`src/hw/irq_pkg.sv`:
```
package irq_pkg;

    // Basic widths
    typedef logic [31:0] instr_t;
    typedef logic [31:0] addr_t;   // PC or LR value
    typedef logic [1:0]  flags_t;  // Condition flags
    typedef logic [4:0]  opcode_t; // Top five bits of a word
    typedef logic [1:0]  irq_vec_t; // Request line index

    // Context of the special registers, 66 bits
    typedef struct packed {
        addr_t  pc;
        addr_t  lr;
        flags_t fl;
    } cpu_ctx_t;

    // Source of the word sent toward decode
    typedef enum logic [1:0] {
        SEL_FETCH,
        SEL_NOOP,
        SEL_ISR
    } issue_sel_t;

    typedef enum logic [2:0] {
        NORMAL_OPERATION,
        CLEAR_PIPELINE_INT,
        SAVE_REGS,
        ACK_INT,
        INJECTION,
        RESTORE_REGS,
        CLEAR_PIPELINE_RIN
    } irq_state_t;

    localparam instr_t  INSTR_NOOP   = 32'h78000000;
    localparam opcode_t OP_JUMP      = 5'b10100; // Last word of a handler
    localparam opcode_t OP_RIN       = 5'b11111; // Return from interrupt
    localparam opcode_t OP_BODY      = 5'b00010; // Handler body words
    localparam int      CLEAR_CYCLES = 6;        // NOOPs per flush
    localparam int      NUM_IRQ      = 4;
    localparam int      HANDLER_LEN  = 4;

    typedef logic [$clog2(HANDLER_LEN)-1:0] word_idx_t;

    // Start of instruction memory, no flags set
    localparam cpu_ctx_t RESET_CTX = '{pc: 32'h06002000, lr: 32'h06002000, fl: 2'b00};

    // Line k: three body words with low field k*16+i, then a jump with low field k
    localparam instr_t ISR_TABLE [NUM_IRQ][HANDLER_LEN] = '{
        '{{OP_BODY, 27'h000}, {OP_BODY, 27'h001}, {OP_BODY, 27'h002}, {OP_JUMP, 27'h0}},
        '{{OP_BODY, 27'h010}, {OP_BODY, 27'h011}, {OP_BODY, 27'h012}, {OP_JUMP, 27'h1}},
        '{{OP_BODY, 27'h020}, {OP_BODY, 27'h021}, {OP_BODY, 27'h022}, {OP_JUMP, 27'h2}},
        '{{OP_BODY, 27'h030}, {OP_BODY, 27'h031}, {OP_BODY, 27'h032}, {OP_JUMP, 27'h3}}
    };

endpackage

```
`src/hw/irq_ctrl_fsm.sv`:
```
`timescale 1ns/1ps

module irq_ctrl_fsm (
    input  logic                clk,
    input  logic                rst_n,
    input  logic                int_req,     // Level from the sequencer
    input  irq_pkg::instr_t     int_instr,   // Current handler word
    input  irq_pkg::instr_t     fetch_instr, // Word from fetch
    output logic                ack,         // One-cycle pulse in ACK_INT
    output logic                save,        // Capture context this cycle
    output logic                restore,     // Saved context valid on bank output
    output irq_pkg::issue_sel_t issue_sel,
    output logic                fetch_hold
);
    import irq_pkg::*;

    irq_state_t state, state_nxt;
    logic [2:0] clr_cnt; // Counts 1 to CLEAR_CYCLES inside a flush
    logic       clr_done;
    logic       is_rin;  // Fetched word returns from interrupt
    logic       is_jump; // Handler word ends the handler

    assign is_rin   = (fetch_instr[31:27] == OP_RIN);
    assign is_jump  = (int_instr[31:27] == OP_JUMP);
    assign clr_done = (clr_cnt == 3'(CLEAR_CYCLES));

    always_comb begin
        // Defaults keep fetch flowing
        state_nxt = state;
        issue_sel = SEL_FETCH;
        ack       = 1'b0;
        save      = 1'b0;
        restore   = 1'b0;

        case (state)
            NORMAL_OPERATION: begin
                // Request wins over a RIN seen in the same cycle
                if (int_req) begin
                    state_nxt = CLEAR_PIPELINE_INT;
                end else if (is_rin) begin
                    state_nxt = CLEAR_PIPELINE_RIN; // RIN itself issues now
                end
            end

            CLEAR_PIPELINE_INT: begin
                issue_sel = SEL_NOOP;
                if (clr_done) begin
                    state_nxt = SAVE_REGS;
                end
            end

            SAVE_REGS: begin
                issue_sel = SEL_NOOP;
                save      = 1'b1; // Bank samples on this edge
                state_nxt = ACK_INT;
            end

            ACK_INT: begin
                issue_sel = SEL_NOOP;
                ack       = 1'b1; // Sequencer picks its line here
                state_nxt = INJECTION;
            end

            INJECTION: begin
                issue_sel = SEL_ISR;
                // Jump word is still issued, then fetch resumes
                if (is_jump) begin
                    state_nxt = NORMAL_OPERATION;
                end
            end

            CLEAR_PIPELINE_RIN: begin
                issue_sel = SEL_NOOP;
                if (clr_done) begin
                    state_nxt = RESTORE_REGS;
                end
            end

            RESTORE_REGS: begin
                issue_sel = SEL_NOOP; // Seventh NOOP of the return
                restore   = 1'b1;
                state_nxt = NORMAL_OPERATION;
            end

            default: begin
                state_nxt = NORMAL_OPERATION;
            end
        endcase
    end

    // Fetch stalls whenever something else is issued
    assign fetch_hold = (issue_sel != SEL_FETCH);

    always_ff @(posedge clk or negedge rst_n) begin
        if (!rst_n) begin
            state <= NORMAL_OPERATION;
        end else begin
            state <= state_nxt;
        end
    end

    // Clear counter runs only while staying inside a flush state
    always_ff @(posedge clk or negedge rst_n) begin
        if (!rst_n) begin
            clr_cnt <= 3'd1;
        end else if ((state == state_nxt) &&
                     (state == CLEAR_PIPELINE_INT || state == CLEAR_PIPELINE_RIN)) begin
            clr_cnt <= clr_cnt + 3'd1;
        end else begin
            clr_cnt <= 3'd1; // Ready for the next flush
        end
    end

endmodule

```
`src/hw/special_reg_bank.sv`:
```
`timescale 1ns/1ps

module special_reg_bank (
    input  logic              clk,
    input  logic              rst_n,
    input  logic              save,      // From SAVE_REGS
    input  logic              restore,   // From RESTORE_REGS
    input  irq_pkg::cpu_ctx_t cur_ctx,   // Live PC, LR and flags
    output irq_pkg::cpu_ctx_t saved_ctx  // Context before the interrupt
);
    import irq_pkg::*;

    logic save_restore_err; // Sticky, read by the checker

    // Context is captured once per interrupt and held across the handler
    always_ff @(posedge clk or negedge rst_n) begin
        if (!rst_n) begin
            saved_ctx <= RESET_CTX;
        end else if (save) begin
            saved_ctx <= cur_ctx;
        end
    end

    // Save and restore come from different states, so overlap means a broken FSM
    always_ff @(posedge clk or negedge rst_n) begin
        if (!rst_n) begin
            save_restore_err <= 1'b0;
        end else if (save && restore) begin
            save_restore_err <= 1'b1;
        end
    end

endmodule

```
`src/hw/isr_sequencer.sv`:
```
`timescale 1ns/1ps

module isr_sequencer (
    input  logic                        clk,
    input  logic                        rst_n,
    input  logic [irq_pkg::NUM_IRQ-1:0] irq_lines, // Levels or pulses
    input  logic                        ack,       // Start serving now
    output logic                        int_req,
    output irq_pkg::instr_t             int_instr
);
    import irq_pkg::*;

    logic [NUM_IRQ-1:0] pending;
    logic [NUM_IRQ-1:0] serve_mask; // Bit of the line taken at ack
    logic               busy;       // Streaming a handler
    irq_vec_t           served;
    irq_vec_t           pick;       // Lowest pending line
    word_idx_t          word_idx;

    // Lowest index has priority
    always_comb begin
        pick = '0;
        for (int i = NUM_IRQ - 1; i >= 0; i--) begin
            if (pending[i]) begin
                pick = irq_vec_t'(i);
            end
        end
    end

    always_comb begin
        serve_mask = '0;
        if (ack) begin
            serve_mask[pick] = 1'b1;
        end
    end

    // Hidden while a handler is streaming
    assign int_req = (|pending) && !busy;

    assign int_instr = busy ? ISR_TABLE[served][word_idx] : INSTR_NOOP;

    always_ff @(posedge clk or negedge rst_n) begin
        if (!rst_n) begin
            pending <= '0;
        end else begin
            // A line still high re-queues itself
            pending <= (pending & ~serve_mask) | irq_lines;
        end
    end

    always_ff @(posedge clk or negedge rst_n) begin
        if (!rst_n) begin
            busy     <= 1'b0;
            served   <= '0;
            word_idx <= '0;
        end else if (ack) begin
            busy     <= 1'b1; // Word 0 shows in the next cycle
            served   <= pick;
            word_idx <= '0;
        end else if (busy) begin
            if (word_idx == word_idx_t'(HANDLER_LEN - 1)) begin
                busy <= 1'b0; // Jump word was out this cycle
            end else begin
                word_idx <= word_idx + 1'b1;
            end
        end
    end

endmodule

```
`src/hw/instr_issue_stage.sv`:
```
`timescale 1ns/1ps

module instr_issue_stage (
    input  logic                clk,
    input  logic                rst_n,
    input  irq_pkg::issue_sel_t issue_sel,
    input  irq_pkg::instr_t     fetch_instr, // From fetch
    input  irq_pkg::instr_t     int_instr,   // From the sequencer
    output irq_pkg::instr_t     issue_instr  // Toward decode
);
    import irq_pkg::*;

    instr_t sel_instr;

    // Three-way source select
    always_comb begin
        case (issue_sel)
            SEL_FETCH: sel_instr = fetch_instr;
            SEL_ISR:   sel_instr = int_instr;
            default:   sel_instr = INSTR_NOOP; // Flush and save cycles
        endcase
    end

    // Decode sees the chosen word one cycle later
    always_ff @(posedge clk or negedge rst_n) begin
        if (!rst_n) begin
            issue_instr <= INSTR_NOOP; // Pipeline starts empty
        end else begin
            issue_instr <= sel_instr;
        end
    end

endmodule

```
`src/hw/irq_subsystem_top.sv`:
```
`timescale 1ns/1ps

module irq_subsystem_top (
    input  logic                        clk,
    input  logic                        rst_n,
    input  irq_pkg::instr_t             fetch_instr,
    input  irq_pkg::cpu_ctx_t           cur_ctx,
    input  logic [irq_pkg::NUM_IRQ-1:0] irq_lines,
    output irq_pkg::instr_t             issue_instr,
    output logic                        fetch_hold,
    output logic                        restore,
    output irq_pkg::cpu_ctx_t           saved_ctx
);
    import irq_pkg::*;

    logic       int_req;   // Sequencer has work
    instr_t     int_instr; // Handler word or NOOP
    logic       ack;
    logic       save;
    issue_sel_t issue_sel;

    irq_ctrl_fsm u_ctrl (
        .clk         (clk),
        .rst_n       (rst_n),
        .int_req     (int_req),
        .int_instr   (int_instr),
        .fetch_instr (fetch_instr),
        .ack         (ack),
        .save        (save),
        .restore     (restore),
        .issue_sel   (issue_sel),
        .fetch_hold  (fetch_hold)
    );

    special_reg_bank u_regs (
        .clk       (clk),
        .rst_n     (rst_n),
        .save      (save),
        .restore   (restore),
        .cur_ctx   (cur_ctx),
        .saved_ctx (saved_ctx)
    );

    isr_sequencer u_seq (
        .clk       (clk),
        .rst_n     (rst_n),
        .irq_lines (irq_lines),
        .ack       (ack),
        .int_req   (int_req),
        .int_instr (int_instr)
    );

    // Registered select toward decode
    instr_issue_stage u_issue (
        .clk         (clk),
        .rst_n       (rst_n),
        .issue_sel   (issue_sel),
        .fetch_instr (fetch_instr),
        .int_instr   (int_instr),
        .issue_instr (issue_instr)
    );

endmodule

```
`config.mk`:
```
export PLATFORM = sky130hd
export DESIGN_NAME = irq_subsystem_top
export DESIGN_NICKNAME = d
export VERILOG_FILES = /design/src/hw/irq_pkg.sv /design/src/hw/irq_ctrl_fsm.sv /design/src/hw/special_reg_bank.sv /design/src/hw/isr_sequencer.sv /design/src/hw/instr_issue_stage.sv /design/src/hw/irq_subsystem_top.sv
export SDC_FILE = /design/constraint.sdc
export NUM_CORES = 1
export LEC_CHECK = 0
export ABC_AREA = 1
export BUFFER_PORTS_ARGS = -buffer_cell sky130_fd_sc_hd__buf_2
export CORE_MARGIN = 4
export CORE_UTILIZATION = 33
export DETAILED_ROUTE_END_ITERATION = 12
export HOLD_SLACK_MARGIN = 0.08
export MAX_ROUTING_LAYER = met4
export PLACE_DENSITY_LB_ADDON = 0.3
export SLEW_MARGIN = 20
export SYNTH_ARGS = -nofsm -noshare
export SYNTH_HDL_FRONTEND = slang
export SYNTH_SLANG_ARGS = --single-unit
```
`constraint.sdc`:
```
create_clock -name clk -period 1.3 [get_ports clk]
set_input_delay 0 -clock clk [delete_from_list [all_inputs] [get_ports clk]]
set_output_delay 0 -clock clk [all_outputs]
set_load 0.05 [all_outputs]
```
After elaboration in Yosys (flattened, before gate mapping)
Index checks and enable logic that the tools add are counted.
Operators by class
  bitwise logic cells: 5
  reductions and logical operators: 12
  multiplexer cells: 32
  add/subtract/negate cells: 2
  magnitude comparators: 4
  equal/unequal tests: 13
Operators by type and width (count)
  128-bit binary-select mux with 2-bit select: 1
  128-bit 2-to-1 mux: 2
  32-bit 2-to-1 mux: 3
  32-bit binary-select mux with 2-bit select: 1
  32-bit case mux with 2 select lines: 1
  3-bit 2-to-1 mux: 6
  3-bit case mux with 6 select lines: 1
  2-bit 2-to-1 mux: 7
  3-bit == test, second input constant: 4
  5-bit == test, second input constant: 2
  1-bit 2-to-1 mux: 7
  3-bit by 2-bit == test with 1-bit output, second input constant: 2
  3-bit greater-or-equal comparator, second input constant: 2
  2-bit inverter with 3-bit output: 2
  5-bit OR reduction: 1
  4-bit bitwise AND: 1
  2-bit == test, second input constant: 2
  4-bit 2-to-1 mux: 1
  4-bit inverter: 1
  4-bit bitwise OR: 1
  2-bit case mux with 2 select lines: 1
  2-bit nonzero test: 2
  4-bit OR reduction: 1
  3-bit by 1-bit adder with 3-bit output, second input constant: 1
  13 further kinds: 15
Storage, ports and cells
  word-level logic and storage cells: 78
  input bits: 104
  output and inout port bits: 100
  flip-flop bits (word level): 113

Logic depth before layout (Yosys ltp)
  word-level depth: 14
  gate-level depth with buffers: 9
  gate-level depth less buffers: 9

By module
A second synthesis with hierarchy kept.
Second synthesis, totals
  cells, all modules: 564
  area total of the unflattened synthesis: 4882.2 um2
Modules (own cells, without submodules)
  special_reg_bank: cells an instance 279, times used 1, sequential area each 1659.1 um2, area an instance 2488.6 um2
  instr_issue_stage: cells an instance 140, times used 1, sequential area each 805.8 um2, area an instance 1313.8 um2
  isr_sequencer: cells an instance 86, times used 1, sequential area each 225.2 um2, area an instance 661.9 um2
  irq_ctrl_fsm: cells an instance 59, times used 1, sequential area each 151.4 um2, area an instance 417.9 um2

Least setup slack after synthesis
Ideal clock, no wire load.
  path type: register to register
  from: reg u_ctrl.state[0]
  to: reg u_regs.saved_ctx[0] (netlist name)
  buffers on the path: 2
  setup time: 0.125 ns
  data required time: 1.175 ns
  period minus slack after synthesis: 1.367 ns
  setup slack: -0.067 ns
  data arrival time: 1.242 ns
  cell stages (with the launch flop): 8
  path through: dfrtp_1 inv_4 nand2_4 inv_2 nand2_2 buf_6 buf_8 mux2_4
Between the ends
  word-level cells in the longest chain between the ends: 2
RTL lines
  start, declared: RTL line irq_ctrl_fsm.sv:17  | irq_state_t state, state_nxt;
  start signal, assigned: RTL line irq_ctrl_fsm.sv:98  | state <= state_nxt;
  3-bit by 2-bit == test with 1-bit output: RTL line irq_ctrl_fsm.sv:35  | case (state)
  1-bit 2-to-1 mux: RTL line irq_ctrl_fsm.sv:35
Every way passes these cells.
A chain may end at the register's enable or synchronous reset.

Final worst setup path
  from: reg u_ctrl.state[1]
  to: reg u_issue.issue_instr[0]
Between the ends
  word-level cells in the longest chain between the ends: 5
  elaborated cells on any way between the ends: 11
  classes of those cells: eq/ne (7); mux (2); reduce/logical (2)
RTL lines
  3-bit == test (tied with other cells): RTL line irq_ctrl_fsm.sv:35
  5-bit OR reduction (no line)
  2-bit case mux with 2 select lines (*): RTL line irq_ctrl_fsm.sv:35
  2-bit == test or 2-bit zero test (tied branches): RTL line instr_issue_stage.sv:17  | case (issue_sel)
  32-bit case mux with 2 select lines (*): RTL line instr_issue_stage.sv:17
  via u_issue.sel_instr[0]: RTL line instr_issue_stage.sv:13  | instr_t sel_instr;
  end signal, assigned: RTL line instr_issue_stage.sv:29  | issue_instr <= sel_instr;
  end, declared: RTL line instr_issue_stage.sv:9  | output irq_pkg::instr_t issue_instr
Mark *: on every way through the listed nets, which the timed path passes. The rest lies on a longest branch.

==> run summary <==
Flop pwr share: 39.2%
H-tree lvl count: 4
Ys flop type: dfrtp_1
Core Area: 13500 um2
Post-DP HPWL: 8380 um
Asr flop ratio synth: 100%
Worst Setup EP: u_issue.issue_instr[0]$_DFF_PN0_
Die width: 126 um
Top cell type's share of synthesized area: 55.3%
CP cell instances: inv_2 -> buf_6 -> o21ai_4 -> buf_4 -> buf_6 -> buf_6 -> buf_6 -> nand3_2 -> o31ai_1
Drt initial violations: 188
Worst-path clk slew: 0.05 ns
Internal: 0.00713 W
Slew headroom: 66.1%
Synth Area per Inst: 13.4 um2
Multi-input gate area: 1860 um2
Xor and xnor area share after synthesis: 0.190%
Design Power: 0.00943 W
Arr. time, crit path: 1.77 ns
Total routed wirelength: 14700 um
Failing checks: negative setup slack
Fillers: 1012
Synth top area cells: dfrtp_1, mux2_4, mux2_2
R2r worst-path depth: 9
Row count: 42
Fin. max-slew vios: 0
Power share of the clock group: 48.1%
Initial antenna violation count: 1
Largest area contributor in the netlist: dfrtp_1
DRC viols: 0
Starting Density: 34.3%
Clock buffer depth: 2
Status: complete, but fails checks
Mapped cell area: 4610 um2
Drt wl/cell: 16.3 um
Adder-Cell Fraction of Synth Area: 1.09%
F_max: 0.680 GHz
Unrepaired setup endpoints after global routing: true
Crit. End Element: flop
Die Y-Extent: 126 um
Setup TNS: -9.06 ns
Worst path max stage delay: 0.37 ns
Synth cell types: 29
Critical Path Start Type: flop
# nets final: 819
Pin count of the biggest net entering global routing: 46
Final WS setup: -0.171 ns
Leak pwr: 4.47 nW
Post-synth EDFFs: 0
Mux contribution to synthesized area: 19.4%
Ports: 204
Gpl congestion: 0.769
First-pass GRT wire length: 21700 um
Crit path top cell by count: buf_6
Layout cells sized above 1: 57.9%
CTS tree: built
Tmin final: 1.47 ns
Tcrit/Tclk final: 113%
Gr usage total: 17.6%
Clk Latency, worst-skew pair: 0.41 ns
Switching power: 0.00231 W
Detail Route Antenna Nets: 0
Worst Tran Pin Value: 0.507 ns
Full die area: 15900 um2
Area grow syn2layout: 82.6%
Maxcap violations: 0
Register area: 2840 um2
Share of the yosys chip area belonging to registers: 61.6%
Reg2Reg Launch Point: u_ctrl.state[1]$_DFF_PN0_
Worst hold slack: 0.153 ns
Synth Warn #: 0
Syn_nets: 452
Most frequent cell after synthesis: dfrtp_1
Vias per cell: 4.44
Reg2Reg Setup Slack: -0.17 ns
Comb power frac: 12.7%
Vias: 3997
Vias in the first global route: 4311
Reg-to-Reg End: u_issue.issue_instr[0]$_DFF_PN0_
Clock skew: 0.00618 ns
CTS root buffer: clkbuf_16
Crit Path Category: flop to flop
Switching share of power: 24.4%
Global route overflow: 0
Max rail drop VDD: 0.000798 V
Sink Count: 113
Largest family of logic cells by synthesized area: multiplexers
Top post-synthesis cells by count: dfrtp_1, mux2_4, inv_1
Slowest cell on the critical path: dfrtp_1
Critical Path Source: u_ctrl.state[1]$_DFF_PN0_
Cell Area, Placed: 6000 um2
Final setup vio count: 101
Fin area: 8420 um2
Worst endpoint required time: 1.60 ns
Final Hold Viols: 0
CP max FO: 6
Synth Area in Simple Gates: 8.22%
DRT Pass-1 Iters: 6
PortBufs: 203
CTS buffer count: 17
Post-synthesis compound-gate area fraction: 3.58%
P per Cell Area: 1120 nW/um2
Synth Instances: 344
Synthesized flop and latch total: 113
Hold Crit Class: input port to async pin
[area by class of cell]
class / instances / share of cell area (%)
tap: 176 / 2.62
inverter: 42 / 1.96
multi-input combinational: 178 / 22.1
antenna: 1 / 0.0297
clock buffer: 22 / 5.63
timing repair buffer: 359 / 32.6
sequential: 113 / 33.7
clock inverter: 10 / 1.29
[what timing repair did]
item,4_1_cts,5_1_grt
resized for setup,39,89
setup buffers,13,13
pin swaps,5,15
hold buffers,104,0
setup endpoints to repair,94,108
gates cloned,2,4
hold endpoints to repair,216,0
[power by group through the flow]
stage	sequential (W)	combinational [W]	clock [W]
finish	0.00370	0.00120	0.00454
global route	0.00371	0.00127	0.00482
CTS	0.00369	0.00118	0.00465
detailed placement	0.00375	0.000908	0
global placement	0.00374	0.000897	0
floorplan	0.00412	0.000146	0
[critical path: cells and delay by family (launching register included)]
family / cells / cell delay [ns]
buffers and inverters: 6 / 0.65
DFF: 1 / 0.37
and+or+nand+nor: 1 / 0.07
AOI/OAI and AO/OA: 2 / 0.26
[registers in the layout, summed over array words and instances, names as in the netlist]
| signal | cells |
|---|---|
| u_seq.served | 2 |
| u_seq.word_idx | 2 |
| u_ctrl.clr_cnt | 3 |
| u_issue.issue_instr | 32 |
| u_seq.pending | 4 |
| u_ctrl.state | 3 |
| u_regs.saved_ctx | 66 |
| u_seq.busy | 1 |
[stage by stage]
step | std cells | utilization, % | setup slack [ns]
after global placement | 736 | 44.6 | -0.0425
after floorplan | 344 | - | -0.0670
after global routing | 901 | 62.6 | -0.200
after detailed placement | 736 | 44.6 | -0.0905
after CTS | 886 | 59.0 | -0.127
final | 901 | 62.6 | -0.171
[kinds of logic after synthesis]
family                   after synthesis
AO/OA/AOI/OAI                         26
XOR/XNOR                               1
adder cells (fa/ha/maj)                4
buffers and inverters                 53
flip-flops                           113
multiplexers                          66
AND/OR/NAND/NOR                       81
[layout by cell type, fill, tap and decap left out, drive strengths merged, types with 2 or more instances in the layout]
cell type	n
a21o	2
a21oi	3
buf	251
bufinv	2
clkbuf	26
clkinv	6
clkinvlp	2
dfrtp	102
dfstp	11
dlygate4sd3	104
ha	4
inv	42
mux2	66
nand2	33
nand3	12
nand4	3
nor2	32
o21ai	14
o21bai	2
o31ai	2
o41ai	2
[per-layer routing]
metal  track usage (%)  part of all wire (%)
met3              4.23                   4.6
met1              19.1                    38
met5                 -                     0
met4              6.12                   2.0
met2              31.5                    56
[how the worst min path moves through the flow]
| stage | endpoint | slack, ns | cells past startpoint |
|---|---|---|---|
| 2_1_floorplan | u_ctrl.clr_cnt[1]$_DFF_PN0_ | -0.30 | 0 |
| 3_3_place_gp | u_issue.issue_instr[20]$_DFF_PN0_ | -0.13 | 1 |
| 3_5_place_dp | u_issue.issue_instr[3]$_DFF_PN0_ | -0.12 | 1 |
| 4_1_cts | u_issue.issue_instr[1]$_DFF_PN0_ | 0.16 | 3 |
| 5_1_grt | u_issue.issue_instr[1]$_DFF_PN0_ | 0.17 | 3 |
| 6_report | u_issue.issue_instr[1]$_DFF_PN0_ | 0.15 | 3 |
Note: power is estimated with default switching activity, not from simulation.
